[src/bus_pkg.sv]
`default_nettype none

package bus_pkg;

	// ==================================================
	// shared memory bus widths
	// ==================================================

	// byte address, the low two bits only matter to the fetch side
	typedef logic [31:0] addr_t;

	// one bus data word, always transferred whole
	typedef logic [31:0] word_t;

	// a single 16-bit instruction parcel
	typedef logic [15:0] half_t;

	// which peer a data phase returns to
	typedef enum logic {
		owner_fetch,
		owner_ls
	} owner_t;

endpackage

`default_nettype wire

[src/fetch_pkg.sv]
`default_nettype none

package fetch_pkg;

	// ==================================================
	// fetch side definitions
	// ==================================================

	// number of valid halfwords in cir, from 0 up to 2
	typedef logic [1:0] cir_level_t;

	// the front end starts fetching here when reset is released
	parameter bus_pkg::addr_t RESET_VECTOR = 32'h0000_0000;

endpackage

`default_nettype wire

[src/fetch_frontend.sv]
`default_nettype none
`timescale 1ns/1ns

module fetch_frontend #(
	parameter int FIFO_DEPTH  = 2,
	parameter bit EXTENSION_C = 1'b1
) (
	input  wire                        clk,
	input  wire                        rst_n,
	// fetch master side of the bus, size high means a full word
	output bus_pkg::addr_t             mem_addr,
	output logic                       mem_size,
	output logic                       mem_addr_vld,
	input  wire                        mem_addr_rdy,
	input  wire bus_pkg::word_t        mem_data,
	input  wire                        mem_data_vld,
	// jump and flush requests from the core
	input  wire bus_pkg::addr_t        jump_target,
	input  wire                        jump_target_vld,
	output logic                       jump_target_rdy,
	// decode side
	output bus_pkg::word_t             cir,
	output fetch_pkg::cir_level_t      cir_vld,
	input  wire fetch_pkg::cir_level_t cir_use,
	input  wire                        cir_lock
);
	import bus_pkg::*;
	import fetch_pkg::*;

// thermometer pattern of the queue one entry short of full
localparam logic [FIFO_DEPTH-1:0] ALMOST_FULL = FIFO_DEPTH'((1 << (FIFO_DEPTH - 1)) - 1);

// ==================================================
// prefetch queue
// ==================================================

logic                  jump_now;
word_t                 fifo_mem [FIFO_DEPTH];
logic [FIFO_DEPTH-1:0] fifo_valid;
logic                  fifo_full;
logic                  fifo_empty;
logic                  fifo_almost_full;
logic                  fifo_push;
logic                  fifo_pop;

assign jump_now         = jump_target_vld && jump_target_rdy;
assign fifo_full        = fifo_valid[FIFO_DEPTH-1];
assign fifo_empty       = !fifo_valid[0];
assign fifo_almost_full = fifo_valid == ALMOST_FULL;

// valid bits form a thermometer code, entry 0 is the head
always_ff @(posedge clk or negedge rst_n) begin
	if (!rst_n) begin
		fifo_valid <= '0;
	end else if (jump_now) begin
		fifo_valid <= '0;
	end else if (fifo_push || fifo_pop) begin
		fifo_valid <= ~(~fifo_valid << fifo_push) >> fifo_pop;
	end
end

// each entry takes its upper neighbour on a pop, or fresh bus data
// when it is the first free slot
for (genvar i = 0; i < FIFO_DEPTH; i++) begin : g_fifo
	word_t shift_in;
	if (i == FIFO_DEPTH - 1) begin : g_tail
		assign shift_in = mem_data;
	end else begin : g_body
		assign shift_in = fifo_valid[i + 1] ? fifo_mem[i + 1] : mem_data;
	end
	always_ff @(posedge clk) begin
		if (fifo_pop || (fifo_push && !fifo_valid[i])) begin
			fifo_mem[i] <= shift_in;
		end
	end
end

// ==================================================
// fetch address generation
// ==================================================

logic       mem_addr_hold;
logic [1:0] pending_fetches;
logic [1:0] flush_count;
logic       cir_must_refill;
addr_t      fetch_addr;
logic       fetch_stall;
logic       addr_req;
logic       reset_holdoff;

// data that goes straight into cir is not written to the queue as well
assign fifo_push = mem_data_vld && flush_count == 2'd0 && !(cir_must_refill && fifo_empty);

// a request is counted the first cycle it is offered, and stays counted
// while it is held; flush_count is how many returns belong to an old stream
always_ff @(posedge clk or negedge rst_n) begin
	if (!rst_n) begin
		mem_addr_hold   <= 1'b0;
		pending_fetches <= 2'd0;
		flush_count     <= 2'd0;
	end else begin
		mem_addr_hold   <= mem_addr_vld && !mem_addr_rdy;
		pending_fetches <= pending_fetches + 2'(mem_addr_vld && !mem_addr_hold)
			- 2'(mem_data_vld);
		if (jump_now) begin
			flush_count <= pending_fetches - 2'(mem_data_vld);
		end else if (flush_count != 2'd0 && mem_data_vld) begin
			flush_count <= flush_count - 2'd1;
		end
	end
end

// runs ahead of decode in whole words
// a jump that is accepted on the bus at once moves straight to the next word
always_ff @(posedge clk or negedge rst_n) begin
	if (!rst_n) begin
		fetch_addr <= RESET_VECTOR;
	end else if (jump_now) begin
		fetch_addr <= {jump_target[31:2] + 30'(mem_addr_rdy), 2'b00};
	end else if (mem_addr_vld && mem_addr_rdy) begin
		fetch_addr <= fetch_addr + 32'd4;
	end
end

// stop on a full queue, and do not let two fetches race for the last slot
assign fetch_stall = fifo_full
	|| (fifo_almost_full && pending_fetches != 2'd0)
	|| pending_fetches > 2'd1;

// an odd-halfword target is seen twice: in the address phase if the bus
// stalled the jump, and in the data phase where cir takes the upper half only
logic unaligned_jump_now;
logic unaligned_jump_aph;
logic unaligned_jump_dph;

assign unaligned_jump_now = EXTENSION_C && jump_now && jump_target[1];

always_ff @(posedge clk or negedge rst_n) begin
	if (!rst_n) begin
		unaligned_jump_aph <= 1'b0;
		unaligned_jump_dph <= 1'b0;
	end else if (EXTENSION_C) begin
		if (mem_addr_rdy || (jump_now && !unaligned_jump_now)) begin
			unaligned_jump_aph <= 1'b0;
		end
		// after a locked cir the odd word may be waiting in the queue instead
		if ((mem_data_vld && flush_count == 2'd0 && !cir_lock)
			|| (jump_now && !unaligned_jump_now) || fifo_pop) begin
			unaligned_jump_dph <= 1'b0;
		end
		if (unaligned_jump_now) begin
			unaligned_jump_dph <= 1'b1;
			unaligned_jump_aph <= !mem_addr_rdy;
		end
	end
end

// the bus sees no request in the first cycle out of reset
always_ff @(posedge clk or negedge rst_n) begin
	if (!rst_n) begin
		reset_holdoff <= 1'b1;
	end else begin
		reset_holdoff <= 1'b0;
	end
end

// priority is a held request, then a jump, then sequential prefetch
always_comb begin
	mem_addr = fetch_addr;
	mem_size = 1'b1;
	addr_req = 1'b1;
	if (mem_addr_hold) begin
		mem_addr = {fetch_addr[31:2], unaligned_jump_aph, 1'b0};
		mem_size = !unaligned_jump_aph;
	end else if (jump_target_vld) begin
		mem_addr = jump_target;
		mem_size = !unaligned_jump_now;
	end else if (fetch_stall) begin
		addr_req = 1'b0;
	end
end

assign mem_addr_vld    = addr_req && !reset_holdoff;
assign jump_target_rdy = !mem_addr_hold && !reset_holdoff;

// ==================================================
// instruction assembly yard
// ==================================================

// buf_level counts valid halfwords in {hwbuf, cir}, 3 at most
logic [1:0] buf_level;
half_t      hwbuf;
word_t      fetch_data;
logic       fetch_data_vld;
logic [47:0] instr_shifted;
logic [47:0] instr_next;
cir_level_t cir_use_clipped;
logic [1:0] level_no_fetch;
logic [1:0] buf_level_next;

// bus data bypasses an empty queue
assign fetch_data     = fifo_empty ? mem_data : fifo_mem[0];
assign fetch_data_vld = !fifo_empty || (mem_data_vld && flush_count == 2'd0);

// after a lock is released buf_level is 0 while decode may still consume
assign cir_use_clipped = buf_level != 2'd0 ? cir_use : 2'd0;
assign level_no_fetch  = buf_level - cir_use_clipped;

// move leftover halfwords down by what decode took; slots that will be
// overwritten or are invalid get whatever is cheapest
always_comb begin
	if (cir_use[1]) begin
		instr_shifted = {hwbuf, cir[31:16], hwbuf};
	end else if (cir_use[0] && EXTENSION_C) begin
		instr_shifted = {hwbuf, hwbuf, cir[31:16]};
	end else begin
		instr_shifted = {hwbuf, cir};
	end
end

// lay the new word over the first free halfword
always_comb begin
	if (cir_lock || (level_no_fetch[1] && !unaligned_jump_dph)) begin
		instr_next = instr_shifted;
	end else if (unaligned_jump_dph && EXTENSION_C) begin
		instr_next = {instr_shifted[47:16], fetch_data[31:16]};
	end else if (level_no_fetch[0] && EXTENSION_C) begin
		instr_next = {fetch_data, instr_shifted[15:0]};
	end else begin
		instr_next = {instr_shifted[47:32], fetch_data};
	end
end

assign cir_must_refill = !cir_lock && !level_no_fetch[1];
assign fifo_pop        = cir_must_refill && !fifo_empty;

always_comb begin
	if (jump_now || flush_count != 2'd0 || cir_lock) begin
		buf_level_next = 2'd0;
	end else if (fetch_data_vld && unaligned_jump_dph) begin
		buf_level_next = 2'd1;
	end else begin
		buf_level_next = buf_level + {cir_must_refill && fetch_data_vld, 1'b0}
			- cir_use_clipped;
	end
end

// cir_vld saturates at 2 since hwbuf is not visible to decode
always_ff @(posedge clk or negedge rst_n) begin
	if (!rst_n) begin
		buf_level <= 2'd0;
		cir_vld   <= 2'd0;
	end else begin
		buf_level <= buf_level_next;
		if (!cir_lock) begin
			cir_vld <= buf_level_next & ~(buf_level_next >> 1);
		end
	end
end

always_ff @(posedge clk) begin
	{hwbuf, cir} <= instr_next;
end

endmodule

`default_nettype wire

[config.mk]
export PLATFORM = sky130hd
export DESIGN_NAME = fetch_frontend
export DESIGN_NICKNAME = d
export VERILOG_FILES = /design/src/bus_pkg.sv /design/src/fetch_pkg.sv /design/src/fetch_frontend.sv
export SDC_FILE = /design/constraint.sdc
export NUM_CORES = 1
export LEC_CHECK = 0
export BUFFER_PORTS_ARGS = -buffer_cell sky130_fd_sc_hd__buf_4
export CELL_PAD_IN_SITES_DETAIL_PLACEMENT = 0
export CELL_PAD_IN_SITES_GLOBAL_PLACEMENT = 1
export CORE_UTILIZATION = 32
export CTS_CLUSTER_DIAMETER = 60
export DETAILED_ROUTE_END_ITERATION = 7
export PLACE_DENSITY_LB_ADDON = 0.15
export SLEW_MARGIN = 20
export SYNTH_ARGS = -nofsm -noshare
export SYNTH_HDL_FRONTEND = slang
export SYNTH_SLANG_ARGS = --single-unit
[constraint.sdc]
create_clock -name clk -period 4.3 [get_ports clk]
set_input_delay 0.215 -clock clk [delete_from_list [all_inputs] [get_ports clk]]
set_output_delay 0.215 -clock clk [all_outputs]
set_load 0.02 [all_outputs]
* After elaboration in Yosys (flattened, before gate mapping) *
Memory sizes are Yosys's and may differ from the RTL's.
Cells that the tools add are included.

storage, ports and cells
  register bits after elaboration = 94
  bits in latches = 0
  bits in writable memories = 64
  memory bits (read-only) = 0
  input bits = 72
  output and inout port bits = 69
  memories = 1

memory list
  memory    depth  bits a word  read ports  clocked after Yosys merged registers in  wr ports  RTL line              RTL
  fifo_mem  2      32           2           0                                        2         fetch_frontend.sv:38  word_t fifo_mem [FIFO_DEPTH];

cells by class
  add/sub/neg operators = 9
  $mul = 0
  div/mod/pow operators = 0
  $lt $le $gt $ge = 1
  equality and inequality tests = 1
  shift operators = 2
  muxes and demuxes = 31
  bitwise operators = 4
  reduce and logical (&&, ||, !) cells = 53

operator list
  cell                                                                   number
  32-bit two-way mux                                                     8
  48-bit two-way mux                                                     3
  32-bit by 3-bit adder with 32-bit output (second input constant)       1
  30-bit by 1-bit adder with 30-bit output                               1
  1-bit logical AND                                                      21
  2-bit nonzero test                                                     8
  2-bit two-way mux                                                      7
  1-bit two-way mux                                                      13
  1-bit logical OR                                                       12
  1-bit logical NOT                                                      11
  2-bit NOT                                                              2
  2-bit by 1-bit subtractor with 2-bit output                            2
  2-bit subtractor                                                       2
  2-bit by 1-bit adder with 2-bit output                                 1
  2-bit adder                                                            1
  2-bit bitwise AND                                                      1
  2-bit by 1-bit == test with 1-bit output (second input constant)       1
  2-bit by 1-bit > comparator with 1-bit output (second input constant)  1
  2-bit logical NOT                                                      1
  1-bit NOT with 2-bit output                                            1
  2-bit by 1-bit left shift with 2-bit output                            1
  2-bit by 1-bit >> shifter with 2-bit output                            1
  2-bit by 1-bit subtractor with 2-bit output (second input constant)    1

* Logic depth before layout (Yosys ltp) *
Gate-level depths: netlist of the first run.

  depth in word-level cells = 13
  gate-level depth with buffers = 9
  mapped depth without buffers = 8

* Worst setup path before layout of the first run *
OpenSTA, ideal clock, no wires.

  path kind = input-to-reg
  start = in cir_use[0]
  end = mem fifo_mem[0][0] (netlist name) (enable)
  library setup time = 0.466 ns
  arrival = 3.635 ns
  required time = 3.834 ns
  slack = 0.199 ns
  stages = 7
  buffers on the path = 2
  cells stage by stage = buf_2 buf_2 o21a_1 ha_1 nand3_1 a31o_2 o21ai_0

RTL lines
  what         RTL line              RTL
  from (decl)  fetch_frontend.sv:24  input wire fetch_pkg::cir_level_t cir_use,
  to (decl)    fetch_frontend.sv:38

==> PnR_summary.wiki, run 1 <==
{| class="wikitable"
! Metric !! Value
|-
| Library cell used as clock root buffer || clkbuf_16
|-
| Final Max Slew Viols || 0
|-
| Effective utilization at floorplan || 32.8%
|-
| PD cells || 489 nW/um^2
|-
| Area occupied by registers || 4150 sq um
|-
| Final-layout fill cell count || 2605
|-
| Fraction of the mapped netlist area in adder cells || 1.16%
|-
| Worst Setup Start Kind || flop
|-
| Worst setup skew after layout || 0.0110 ns
|-
| Ys flop type || edfxtp_1
|-
| Min Tclk post-route || 2.55 ns
|-
| Yosys Warn Count || 0
|-
| Final non-filler cell total || 1322
|-
| Number of buffers on the longest clock path || 2
|-
| Antenna violations before repair || 0
|-
| Highest attainable clock frequency || 391 MHz
|-
| Worst min-delay path class || in -> reg
|-
| Global-route wire length before repair || 37700 um
|-
| Ant. Diodes || 0
|-
| Simple-Gate Fraction of Synth Area || 16.1%
|-
| Routed via count || 6581
|-
| DRC viols || 7
|-
| Worst EP arrival || 2.65 ns
|-
| Die Span Y || 166 um
|-
| RSZ-0062 raised after global routing || false
|-
| Share of the synthesized area in compound gates (AO/OA/AOI/OAI) || 9.05%
|-
| Largest family of logic cells by synthesized area || multiplexers
|-
| Overall die width || 166 um
|-
| Total detailed-routing wirelength || 23300 um
|-
| Number of enable-type register cells in the synthesized netlist || 80
|-
| Synth-to-Final Area Change || 27.3%
|-
| Final HPWL DP || 16400 um
|-
| Mux contribution to synthesized area || 17.6%
|-
| Cell variety after synth || 63
|-
| Largest net degree at the start of global routing || 45
|-
| Xor/xnor cell area share of the yosys netlist || 4.57%
|-
| Maximum level of the CTS H-tree || 4
|-
| Final cycle utilization of the critical path || 59.4%
|-
| Placed Instances || 1256
|-
| Clock tree sinks || 156
|-
| Standard-cell rows || 59
|-
| Maximum resistive drop on vdd || 0.297 mV
|-
| Status || complete, but fails checks
|-
| Final setup fails || 0
|-
| Number of clock buffers inserted by TritonCTS || 17
|-
| Required time of the critical path || 4.39 ns
|-
| # nets final || 1054
|-
| Mapped cell area || 8620 sq um
|-
| Overall die area || 27600 sq um
|-
| Stage delay of the slowest cell on the critical path || 0.57 ns
|-
| Num ports || 141
|-
| Via count of the first global-routing pass || 6621
|-
| Routed vias/inst || 4.98
|-
| Static leakage || 4.44 nW
|-
| Proportion of synthesized chip area in sequential cells || 48.1%
|-
| Element type at the critical path end || flop
|-
| Syn nets || 895
|-
| Fraction of final layout cells with drive strength greater than 1 || 28.0%
|-
| Number of violations reported at the end of detailed-routing iteration 0 || 391
|-
| Skew-Pair Late Insertion Delay || 0.42 ns
|-
| CTS tree || built
|-
| Per-cell routed wire length || 17.6 um
|-
| Max-cap violations || 0
|-
| Iteration count of the initial detailed-routing pass || 7
|-
| Post-route antenna net violation count || 0
|-
| Cts hold-fix bufs || 34
|-
| Post-synthesis register bit count || 156
|-
| IO buf count || 140
|-
| Post-CTS clock slew at the launch and capture registers of the worst setup and hold paths || 0.06 ns
|-
| Combined area of the multi-input logic cells || 4220 sq um
|-
| Series of cell instances along the critical path || o21a_1 > ha_1 > a21o_1 > a31o_2 > o21ai_2 > buf_4
|-
| Mapped Cells || 815
|-
| Count of cells resized by post-cts repair || 0
|-
| Global routing usage summed across all routing layers || 17.5%
|-
| Post-CTS Setup Repair Bufs || 0
|-
| Total gr overflow || 0
|-
| Cell at the slowest stage of the critical path || o21ai_2
|-
| Final weighted congestion in routability-driven placement || 0.776
|-
| Core area || 26300 sq um
|-
| Mean post-synth cell area || 10.6 sq um
|-
| Critical Setup Path Class || reg -> reg
|-
| Slew margin rel. || 30.0%
|-
| Critical-path maximum fanout || 20
|-
| Final Hold Vio Count || 0
|-
| Post-layout power || 0.00537 W
|-
| Final-layout setup total negative slack || 0 ns
|-
| Post-synthesis async set-or-reset flop share || 28.2%
|-
| Slew @ Worst Pin || 1.04 ns
|-
| Failing checks || DRC
|}
==> cells by family (layout without fill, tap and decap cells) <==
| family | after synthesis | in the layout |
|---|---|---|
| other | 1 | 1 |
| AND/OR/NAND/NOR | 277 | 277 |
| XOR/XNOR | 45 | 45 |
| multiplexers | 143 | 143 |
| AO/OA/AOI/OAI | 115 | 115 |
| flip-flops | 156 | 156 |
| adder cells (fa/ha/maj) | 8 | 8 |
| buffers and inverters | 70 | 242 |
==> cells in the final DEF, fill, tap and decap left out, drive strengths merged, types with 3 or more instances in the layout <==
cell type and count:
a32oi 3, clkinv 5, xor2 13, xnor2 32
dfrtp 43, nand2 125, and3 8, nand4 22
nor2b 7, buf 153, a22oi 11, nor3 17
o21ai 29, dfxtp 32, and2 6, mux2i 73
inv 25, a21o 5, dlygate4sd3 34, o211ai 5
edfxtp 80, o21a 3, clkbuf 21, nor4 15
nand2b 6, and4 7, mux2 70, ha 8
a21oi 19, o22a 12, nor2 32, o22ai 10
nand3 21
==> critical path: cells and delay by family (launching register included) <==
family	cells	cell delay, ns
compound gates	4	1.25
flops	1	0.38
fa+ha+maj	1	0.19
buf+inv	1	0.41
==> through the flow <==
stage | util, % | setup slack, ns | cell area (sq um) | hold slack, ns
after floorplan | - | 0.199 | 8620 | -0.0806
after global placement | 38.1 | 1.67 | 10000 | 0.280
after detailed placement | 38.1 | 1.60 | 10000 | 0.272
after CTS | 41.8 | 1.68 | 11000 | 0.0902
after global routing | 41.8 | 1.52 | 11000 | 0.114
final | 41.8 | 1.75 | 11000 | 0.103
==> cell usage after synthesis, types with 2 or more instances <==
library cell	n	area, sq um
nor4_1	13	81.3
or2_2	2	12.5
nor3_1	16	80.1
nand4_1	19	119
and3_1	8	50.1
mux2_2	70	788
dfxtp_1	32	641
clkbuf_2	2	10.0
nor2_1	32	120
nand3_1	21	105
and2_1	6	37.5
nand2b_1	6	37.5
o21ai_0	28	140
a21o_1	5	37.5
edfxtp_1	80	2400
mux2i_1	73	731
nor4_4	2	42.5
nand2_1	125	469
o22ai_1	10	62.6
nand3b_1	2	15.0
nand4_2	3	37.5
dfrtp_1	43	1080
o22a_1	12	105
ha_1	8	100
xnor2_1	32	280
a22o_1	2	17.5
a31o_2	2	17.5
a31oi_1	2	12.5
a32oi_1	3	26.3
o21a_1	3	22.5
a21oi_1	19	95.1
inv_1	23	86.3
buf_4	2	15.0
buf_1	7	26.3
and4_1	6	52.6
o211ai_1	5	37.5
buf_2	13	65.1
xor2_1	13	114
and4b_1	2	20.0
a22oi_1	11	82.6
clkbuf_1	23	86.3
a21boi_0	2	15.0
nor2b_1	7	43.8
==> state kept, by name (all words and copies together), names as in the netlist, 2 cells and up <==
register         flops
buf_level            2
cir                 32
cir_vld              2
fetch_addr          30
fifo_mem            64
fifo_valid           2
flush_count          2
hwbuf               16
pending_fetches      2
==> final cells by class <==
cell class	instances	share of cell area, %
multi-input combinational	589	38.5
sequential	156	37.8
timing repair buffer	187	13.6
clock buffer	21	4.39
tap	335	3.82
clock inverter	11	1.20
inverter	23	0.786
==> power by group <==
group / internal, W / total [W] / switching [W]
logic: 0.000742 / 0.00163 / 0.000887
registers: 0.00191 / 0.00219 / 0.000279
clock network: 0.000927 / 0.00155 / 0.000620
total: 0.00358 / 0.00537 / 0.00179
==> per-layer routing <==
layer	vias up	routed length, um	GRT usage, %
met5	-	0	0
met4	0	196	4.19
met3	10	924	2.72
met2	161	10900	28.3
met1	3110	11200	24.4
li1	3300	-	-
==> path summary, 6_finish.rpt <==
| check | startpoint | cells after the start | slack, ns | to |
|---|---|---|---|---|
| max reg2reg | buf_level[1] | 6 | 1.75 | fifo_mem[0][14] |
| max | buf_level[1] | 6 | 1.75 | fifo_mem[0][14] |
| min in group asynchronous | rst_n | 2 | 0.35 | fetch_addr[31] |
| min reg2reg | cir_vld[1] | 2 | 0.54 | cir_vld[1] |
| max in group asynchronous | rst_n | 2 | 3.49 | fifo_valid[0] |
| min | jump_target[31] | 3 | 0.10 | fetch_addr[31] |
(Power assumes the default switching activity.)
==> run 2, diff against run 1 <==
- ABC_AREA: not set -> 1
- clock period: 4.3 -> 2.1 ns (I/O delays scaled with it)
==> run 2 against run 1 <==
Compared with the run above: the flow now finishes without violations; sequential cell count stayed put; non-clock buffer count is 48 higher; clock power is 100% higher; utilization is 0.60 points higher; total power grew to 2.5 times the previous value; register-to-register slack worse by 1.6 ns; die area is 10% higher; synthesized area is 10% higher; global-route usage is 4.0 points higher; design area is 12% higher; largest power group is now combinational cells.
==> PnR_summary.wiki, run 2 <==
{| class="wikitable"
! Metric !! Value
|-
| Number of buffers on the longest clock path || 2 (unchanged)
|-
| Library cell used as clock root buffer || clkbuf_16
|-
| Proportion of synthesized chip area in sequential cells || 43.7% (-4.4 points)
|-
| Yosys Warn Count || 0 (unchanged)
|-
| Antenna violations before repair || 0 (unchanged)
|-
| Die Span Y || 174 um (+4.9%)
|-
| Number of enable-type register cells in the synthesized netlist || 80 (unchanged)
|-
| Max-cap violations || 0 (unchanged)
|-
| Hold Worst Slack || 0.0415 ns (-0.0612 ns)
|-
| Global routing usage summed across all routing layers || 21.5% (+4.0 points)
|-
| Post-CTS clock slew at the launch and capture registers of the worst setup and hold paths || 0.07 ns (about the same)
|-
| Maximum level of the CTS H-tree || 4 (unchanged)
|-
| Num ports || 141 (unchanged)
|-
| Standard-cell rows || 62 (+5.1%)
|-
| CTS tree || built
|-
| Routed via count || 9169 (+39%)
|-
| Critical Setup Path Class || reg -> out
|-
| Most flop-heavy register || fifo_mem
|-
| Cell area after layout || 12300 sq um (+12%)
|-
| Worst setup skew after layout || 0.0187 ns (+0.00772 ns)
|-
| Min Tclk post-route || 1.92 ns
|-
| Overall die area || 30400 sq um (+10%)
|-
| Fraction of final layout cells with drive strength greater than 1 || 18.5% (-9.4 points)
|-
| Worst Setup Start Kind || flop
|-
| Worst EP arrival || 1.82 ns (-0.83 ns)
|-
| Core area || 28900 sq um (+10%)
|-
| Ant. Diodes || 0 (unchanged)
|-
| Combined area of the multi-input logic cells || 4650 sq um (+10%)
|-
| Most common cell after layout, fill and taps aside || nand2_1
|-
| Leading area contributor after synthesis || edfxtp_1
|-
| Mean post-synth cell area || 7.17 sq um (-32%)
|-
| Critical-path maximum fanout || 32 (+60%)
|-
| Final cycle utilization of the critical path || 91.5%
|-
| Post-synthesis async set-or-reset flop share || 28.2% (unchanged)
|-
| Mapped Cells || 1324 (+62%)
|-
| Final setup fails || 0 (unchanged)
|-
| Final Hold Vio Count || 0 (unchanged)
|-
| Slew margin rel. || 57.9% (+28 points)
|-
| Post-place instance area || 11300 sq um (+12%)
|-
| Post-synthesis register bit count || 156 (unchanged)
|-
| PD cells || 1110 nW/um^2 (+130%)
|-
| Area fraction of the dominant cell type after synthesis || 25.3% (-2.6 points)
|-
| Final HPWL DP || 24500 um (+49%)
|-
| Static leakage || 5.46 nW (+23%)
|-
| Most used standard cell by instance count after synthesis || nand2_1
|-
| Placed Instances || 1846 (+47%)
|-
| Skew-Pair Late Insertion Delay || 0.44 ns (+0.02 ns)
|-
| Flip-flop count of the largest register, all copies and words added || 64 (unchanged)
|-
| Leading cell types by total area after synthesis || edfxtp_1 (25%), nand2_1 (20%), dfrtp_1 (11%), dfxtp_1 (6.7%), o21ai_0 (6.4%)
|-
| Top library cells by usage in the layout, fill and taps aside || nand2_1 (506), buf_4 (191), o21ai_0 (120)
|-
| Maximum resistive drop on vdd || 0.600 mV (+100%)
|-
| Final Max Slew Viols || 0 (unchanged)
|-
| Total detailed-routing wirelength || 32100 um (+38%)
|-
| Post-route antenna net violation count || 0 (unchanged)
|-
| Per-cell routed wire length || 16.7 um (-5.0%)
|-
| Cell types with the highest counts after synthesis || nand2_1 (507), o21ai_0 (122), inv_1 (113)
|-
| IO buf count || 140 (unchanged)
|-
| Synth-to-Final Area Change || 29.1%
|-
| Area occupied by registers || 4150 sq um (about the same)
|-
| Ys flop type || edfxtp_1
|-
| Largest net degree at the start of global routing || 58 (+29%)
|-
| Slew @ Worst Pin || 0.631 ns (-0.412 ns)
|-
| Mapped cell area || 9500 sq um (+10%)
|-
| Final non-filler cell total || 1917 (+45%)
|-
| Status || finished, final reports clean
|-
| Iteration count of the initial detailed-routing pass || 5 (-2)
|-
| Final-layout fill cell count || 3038 (+17%)
|-
| Required time of the critical path || 2.00 ns (-2.39 ns)
|-
| Clock tree sinks || 156 (unchanged)
|-
| Final weighted congestion in routability-driven placement || 0.870 (+12%)
|-
| Element type at the critical path end || output port
|-
| Final-layout setup total negative slack || 0 ns (unchanged)
|-
| Cell variety after synth || 44 (-30%)
|-
| Number of clock buffers inserted by TritonCTS || 17 (unchanged)
|-
| Overall die width || 174 um (+4.9%)
|-
| Global-route wire length before repair || 50100 um (+33%)
|-
| # nets final || 1600 (+52%)
|-
| Via count of the first global-routing pass || 8789 (+33%)
|-
| Highest attainable clock frequency || 520 MHz
|-
| DRC viols || 0 (-7)
|-
| Effective utilization at floorplan || 32.8% (about the same)
|-
| Total gr overflow || 0 (unchanged)
|-
| Worst min-delay path class || in -> reg
|-
| Number of violations reported at the end of detailed-routing iteration 0 || 652 (+67%)
|-
| Routed vias/inst || 4.78 (-3.9%)
|-
| RSZ-0062 raised after global routing || false
|-
| Syn nets || 1404 (+57%)
|}
-- run 2: path summary, 6_finish.rpt --
path / startpoint / to / slack [ns] / cells past startpoint
worst min register to register: cir_vld[0] / cir_vld[0] / 0.49 / 2
max in group asynchronous: rst_n / fetch_addr[9] / 1.43 / 2
worst min-delay path: jump_target[8] / fetch_addr[8] / 0.04 / 3
min in group asynchronous: rst_n / fetch_addr[29] / 0.22 / 2
worst max-delay path: reset_holdoff / mem_size / 0.18 / 6
worst max register to register: buf_level[1] / fifo_mem[0][37] / 0.19 / 7
-- run 2: logic make-up after synthesis --
family | Yosys count | share of synthesized area, %
AND/OR/NAND/NOR | 756 | 33.0
multiplexers | 3 | 0.356
AO/OA/AOI/OAI | 200 | 11.9
buffers and inverters | 177 | 7.92
XOR/XNOR | 23 | 2.12
flip-flops | 156 | 43.7
other | 1 | 0.0395
adder cells (fa/ha/maj) | 8 | 1.05
-- run 2: per-stage QoR --
stage / setup slack [ns] / utilization (%) / power, W
after detailed placement: 0.193 / 39.0 / 0.0105
after global placement: 0.222 / 39.0 / 0.0104
final: 0.177 / 42.4 / 0.0136
after global routing: 0.0479 / 42.4 / 0.0145
after floorplan: 0.00507 / - / 0.00806
after CTS: 0.00410 / 42.2 / 0.0137
-- run 2: area by class of cell --
type	instances	area share (%)
multi-input combinational	991	37.9
sequential	156	33.8
timing repair buffer	235	15.9
tap	384	3.92
inverter	119	3.64
clock buffer	17	3.47
clock inverter	15	1.31
-- run 2: critical path: stages (launching register included) --
cell	delay, ns
dfstp_2	0.54
nor2_2	0.05
nand2_2	0.12
buf_6	0.29
nor2_1	0.10
a21oi_1	0.12
buf_4	0.15
-- run 2: what timing repair did --
| item | in CTS | in global routing |
|---|---|---|
| hold endpoints to repair | 92 | 0 |
| setup endpoints to repair | 0 | 22 |
| gates resized for setup | 0 | 2 |
| buffers inserted | 0 | 4 |
| hold buffers | 35 | 0 |
-- run 2: per-layer routing --
metal  up-vias  wire, um  track usage (%)
li1       4680         -                -
met1      4235     15700             30.2
met2       218     14200             33.2
met3        36      1530             3.94
met4         0       711             6.98
met5         -         0                0
-- run 2: power by group --
group | internal, W | switching (W) | total (W) | leakage (nW)
Sequential | 0.00422 | 0.000642 | 0.00487 | 1.55
Clock | 0.00160 | 0.00150 | 0.00311 | 0.292
Combinational | 0.00212 | 0.00348 | 0.00560 | 3.62
Total | 0.00795 | 0.00563 | 0.0136 | 5.46
==> run 3, diff against run 2 <==
- CELL_PAD_IN_SITES_DETAIL_PLACEMENT: 0 -> 2
- CELL_PAD_IN_SITES_GLOBAL_PLACEMENT: 1 -> 2
- CORE_UTILIZATION: 32 -> 29
- SETUP_SLACK_MARGIN: not set -> 0.2
==> run 3 against run 2 <==
Compared with the run above: combinational power grew 6.6%; routed wire length is 23% higher; clock power up 14%; critical endpoint is now fifo_mem[0][38]; largest power group unchanged; highest routed layer unchanged.
==> PnR_summary.wiki, run 3 (synthesis results as in run 2) <==
{| class="wikitable"
! Metric !! Value
|-
| Status || finished, final reports clean
|-
| Combined area of the multi-input logic cells || 4700 sq um (+1.0%)
|-
| Max-cap violations || 0 (unchanged)
|-
| Post-CTS clock slew at the launch and capture registers of the worst setup and hold paths || 0.07 ns (about the same)
|-
| Final non-filler cell total || 1976 (+3.1%)
|-
| Clock tree sinks || 156 (unchanged)
|-
| Global routing usage summed across all routing layers || 24.1% (+2.5 points)
|-
| Num ports || 141 (unchanged)
|-
| Number of violations reported at the end of detailed-routing iteration 0 || 383 (-41%)
|-
| Standard-cell rows || 65 (+4.8%)
|-
| Final Max Slew Viols || 0 (unchanged)
|-
| Post-route antenna net violation count || 0 (unchanged)
|-
| R2R cell count || 8 (+1)
|-
| Hold Worst Slack || 0.0187 ns (-0.0228 ns)
|-
| Worst setup skew after layout || 0.0152 ns (-0.00347 ns)
|-
| Total detailed-routing wirelength || 39600 um (+23%)
|-
| Iteration count of the initial detailed-routing pass || 4 (-1)
|-
| Highest attainable clock frequency || 502 MHz (-3.5%)
|-
| Fraction of final layout cells with drive strength greater than 1 || 19.2% (+0.68 points)
|-
| Die Span Y || 183 um (+5.0%)
|-
| Cell area after layout || 12500 sq um (+2.1%)
|-
| Number of buffers on the longest clock path || 2 (unchanged)
|-
| Routed wire length on met3 || 778 um (-49%)
|-
| Routed vias/inst || 4.94 (+3.4%)
|-
| Static leakage || 5.54 nW (+1.4%)
|-
| Worst hold stages || 4 (+1)
|-
| Min Tclk post-route || 1.99 ns (+0.0693 ns)
|-
| Area occupied by registers || 4150 sq um (about the same)
|-
| Required time of the critical path || 2.26 ns (+0.26 ns)
|-
| Total gr overflow || 0 (unchanged)
|-
| Final cycle utilization of the critical path || 94.8% (+3.3 points)
|-
| Flip-flop count of the largest register, all copies and words added || 64 (unchanged)
|-
| Slew margin rel. || 52.6% (-5.3 points)
|-
| Critical-path maximum fanout || 8 (-75%)
|-
| Synth-to-Final Area Change || 31.8%
|-
| # nets final || 1608 (+0.50%)
|-
| Post-layout power || 0.0144 W (+6.3%)
|-
| Skew-Pair Late Insertion Delay || 0.45 ns (about the same)
|-
| Slew @ Worst Pin || 0.704 ns (+0.0725 ns)
|-
| Top library cells by usage in the layout, fill and taps aside || nand2_1 (506), buf_4 (195), o21ai_0 (120)
|-
| Library cell used as clock root buffer || clkbuf_16
|-
| Per-cell routed wire length || 20.0 um (+20%)
|-
| Via count of the first global-routing pass || 10700 (+21%)
|-
| Maximum level of the CTS H-tree || 4 (unchanged)
|-
| PD cells || 1150 nW/um^2 (+4.1%)
|-
| Routed via count || 9768 (+6.5%)
|-
| Antenna violations before repair || 0 (unchanged)
|-
| Worst min-delay path class || in -> reg
|-
| Effective utilization at floorplan || 29.8% (-3.0 points)
|-
| DRC viols || 0 (unchanged)
|-
| IO buf count || 140 (unchanged)
|-
| Top metal layer carrying routed signals || met4
|-
| Overall die width || 183 um (+5.0%)
|-
| Element type at the critical path end || flop
|-
| Number of clock buffers inserted by TritonCTS || 17 (unchanged)
|-
| Most flop-heavy register || fifo_mem
|-
| CTS tree || built
|-
| Worst EP arrival || 2.15 ns (+0.33 ns)
|-
| Worst Setup Start Kind || flop
|-
| Placed Instances || 1893 (+2.5%)
|-
| Final HPWL DP || 28200 um (+15%)
|-
| Ant. Diodes || 0 (unchanged)
|-
| Detailed route wirelength on metal2 || 20800 um (+47%)
|-
| Global-route wire length before repair || 60500 um (+21%)
|-
| Maximum resistive drop on vdd || 0.548 mV (-8.7%)
|-
| Final weighted congestion in routability-driven placement || 0.875 (+0.49%)
|-
| Final-layout setup total negative slack || 0 ns (unchanged)
|-
| Final-layout fill cell count || 3760 (+24%)
|-
| Most common cell after layout, fill and taps aside || nand2_1
|-
| Largest net degree at the start of global routing || 58 (unchanged)
|-
| RSZ-0062 raised after global routing || true
|-
| Post-place instance area || 11300 sq um (about the same)
|-
| Wire length the detailed router placed on met1 || 16600 um (+5.9%)
|-
| Overall die area || 33500 sq um (+10%)
|-
| Core area || 31900 sq um (+10%)
|-
| Final Hold Vio Count || 0 (unchanged)
|-
| Critical Setup Path Class || reg -> reg
|-
| Final setup fails || 0 (unchanged)
|}
-- run 3: cell count changes in the layout (fill, tap and decap cells not counted), moves of 3 or more --
cell / delta
buf_4: +4
buf_6: +3
buf_12: -3
clkbuf_16: +5
inv_8: -6
bufinv_16: +3
nand2_2: -3
nand2_4: +3
-- run 3: area by class of cell --
class / count / area share, %
sequential: 156 / 33.1
tap: 435 / 4.35
clock buffer: 22 / 4.06
clock inverter: 10 / 1.20
timing repair buffer: 242 / 16.2
inverter: 119 / 3.57
multi-input combinational: 992 / 37.5
-- run 3: path summary, 6_finish.rpt --
kind                              endpoint       startpoint  slack, ns
setup / recovery           fifo_mem[0][38]     buf_level[1]       0.11
hold / removal              fetch_addr[17]  jump_target[17]       0.02
max in group asynchronous    mem_addr_hold            rst_n       1.39
hold reg to reg             fetch_addr[31]   fetch_addr[31]       0.52
setup reg to reg           fifo_mem[0][38]     buf_level[1]       0.11
min in group asynchronous   fetch_addr[29]            rst_n       0.21
-- run 3: per-stage QoR --
step	utilization (%)	setup WS, ns
floorplan	-	0.0570
global placement	35.3	0.263
detailed placement	35.3	0.137
CTS	38.7	0.183
global route	39.3	0.0388
finish	39.3	0.108
-- run 3: critical path: stages (launching register included) --
cell and delay (ns):
dfrtp_1 0.41, inv_2 0.08, a21oi_2 0.05, ha_2 0.17, nand3b_1 0.24, nand3_4 0.14
nand2_4 0.09, o21ai_4 0.29, clkbuf_16 0.24
-- run 3: metal layers --
metal	track usage, %	up-vias
met5	0	-
met4	10.9	0
met3	2.88	57
met2	45.1	163
met1	27.1	4856
li1	-	4692
-- run 3: power breakdown --
part	switching (W)	internal (W)
clock network	0.00142	0.00211
logic	0.00378	0.00219
registers	0.000695	0.00423
-- run 3: what timing repair did --
| action | in CTS | in global routing |
|---|---|---|
| gates cloned | 1 | 4 |
| buffers inserted | 3 | 8 |
| resized for setup | 3 | 12 |
| hold buffers | 35 | 0 |
| endpoints found under the hold margin | 89 | 0 |
| pin swaps | 2 | 1 |
| endpoints found under the setup margin | 112 | 118 |
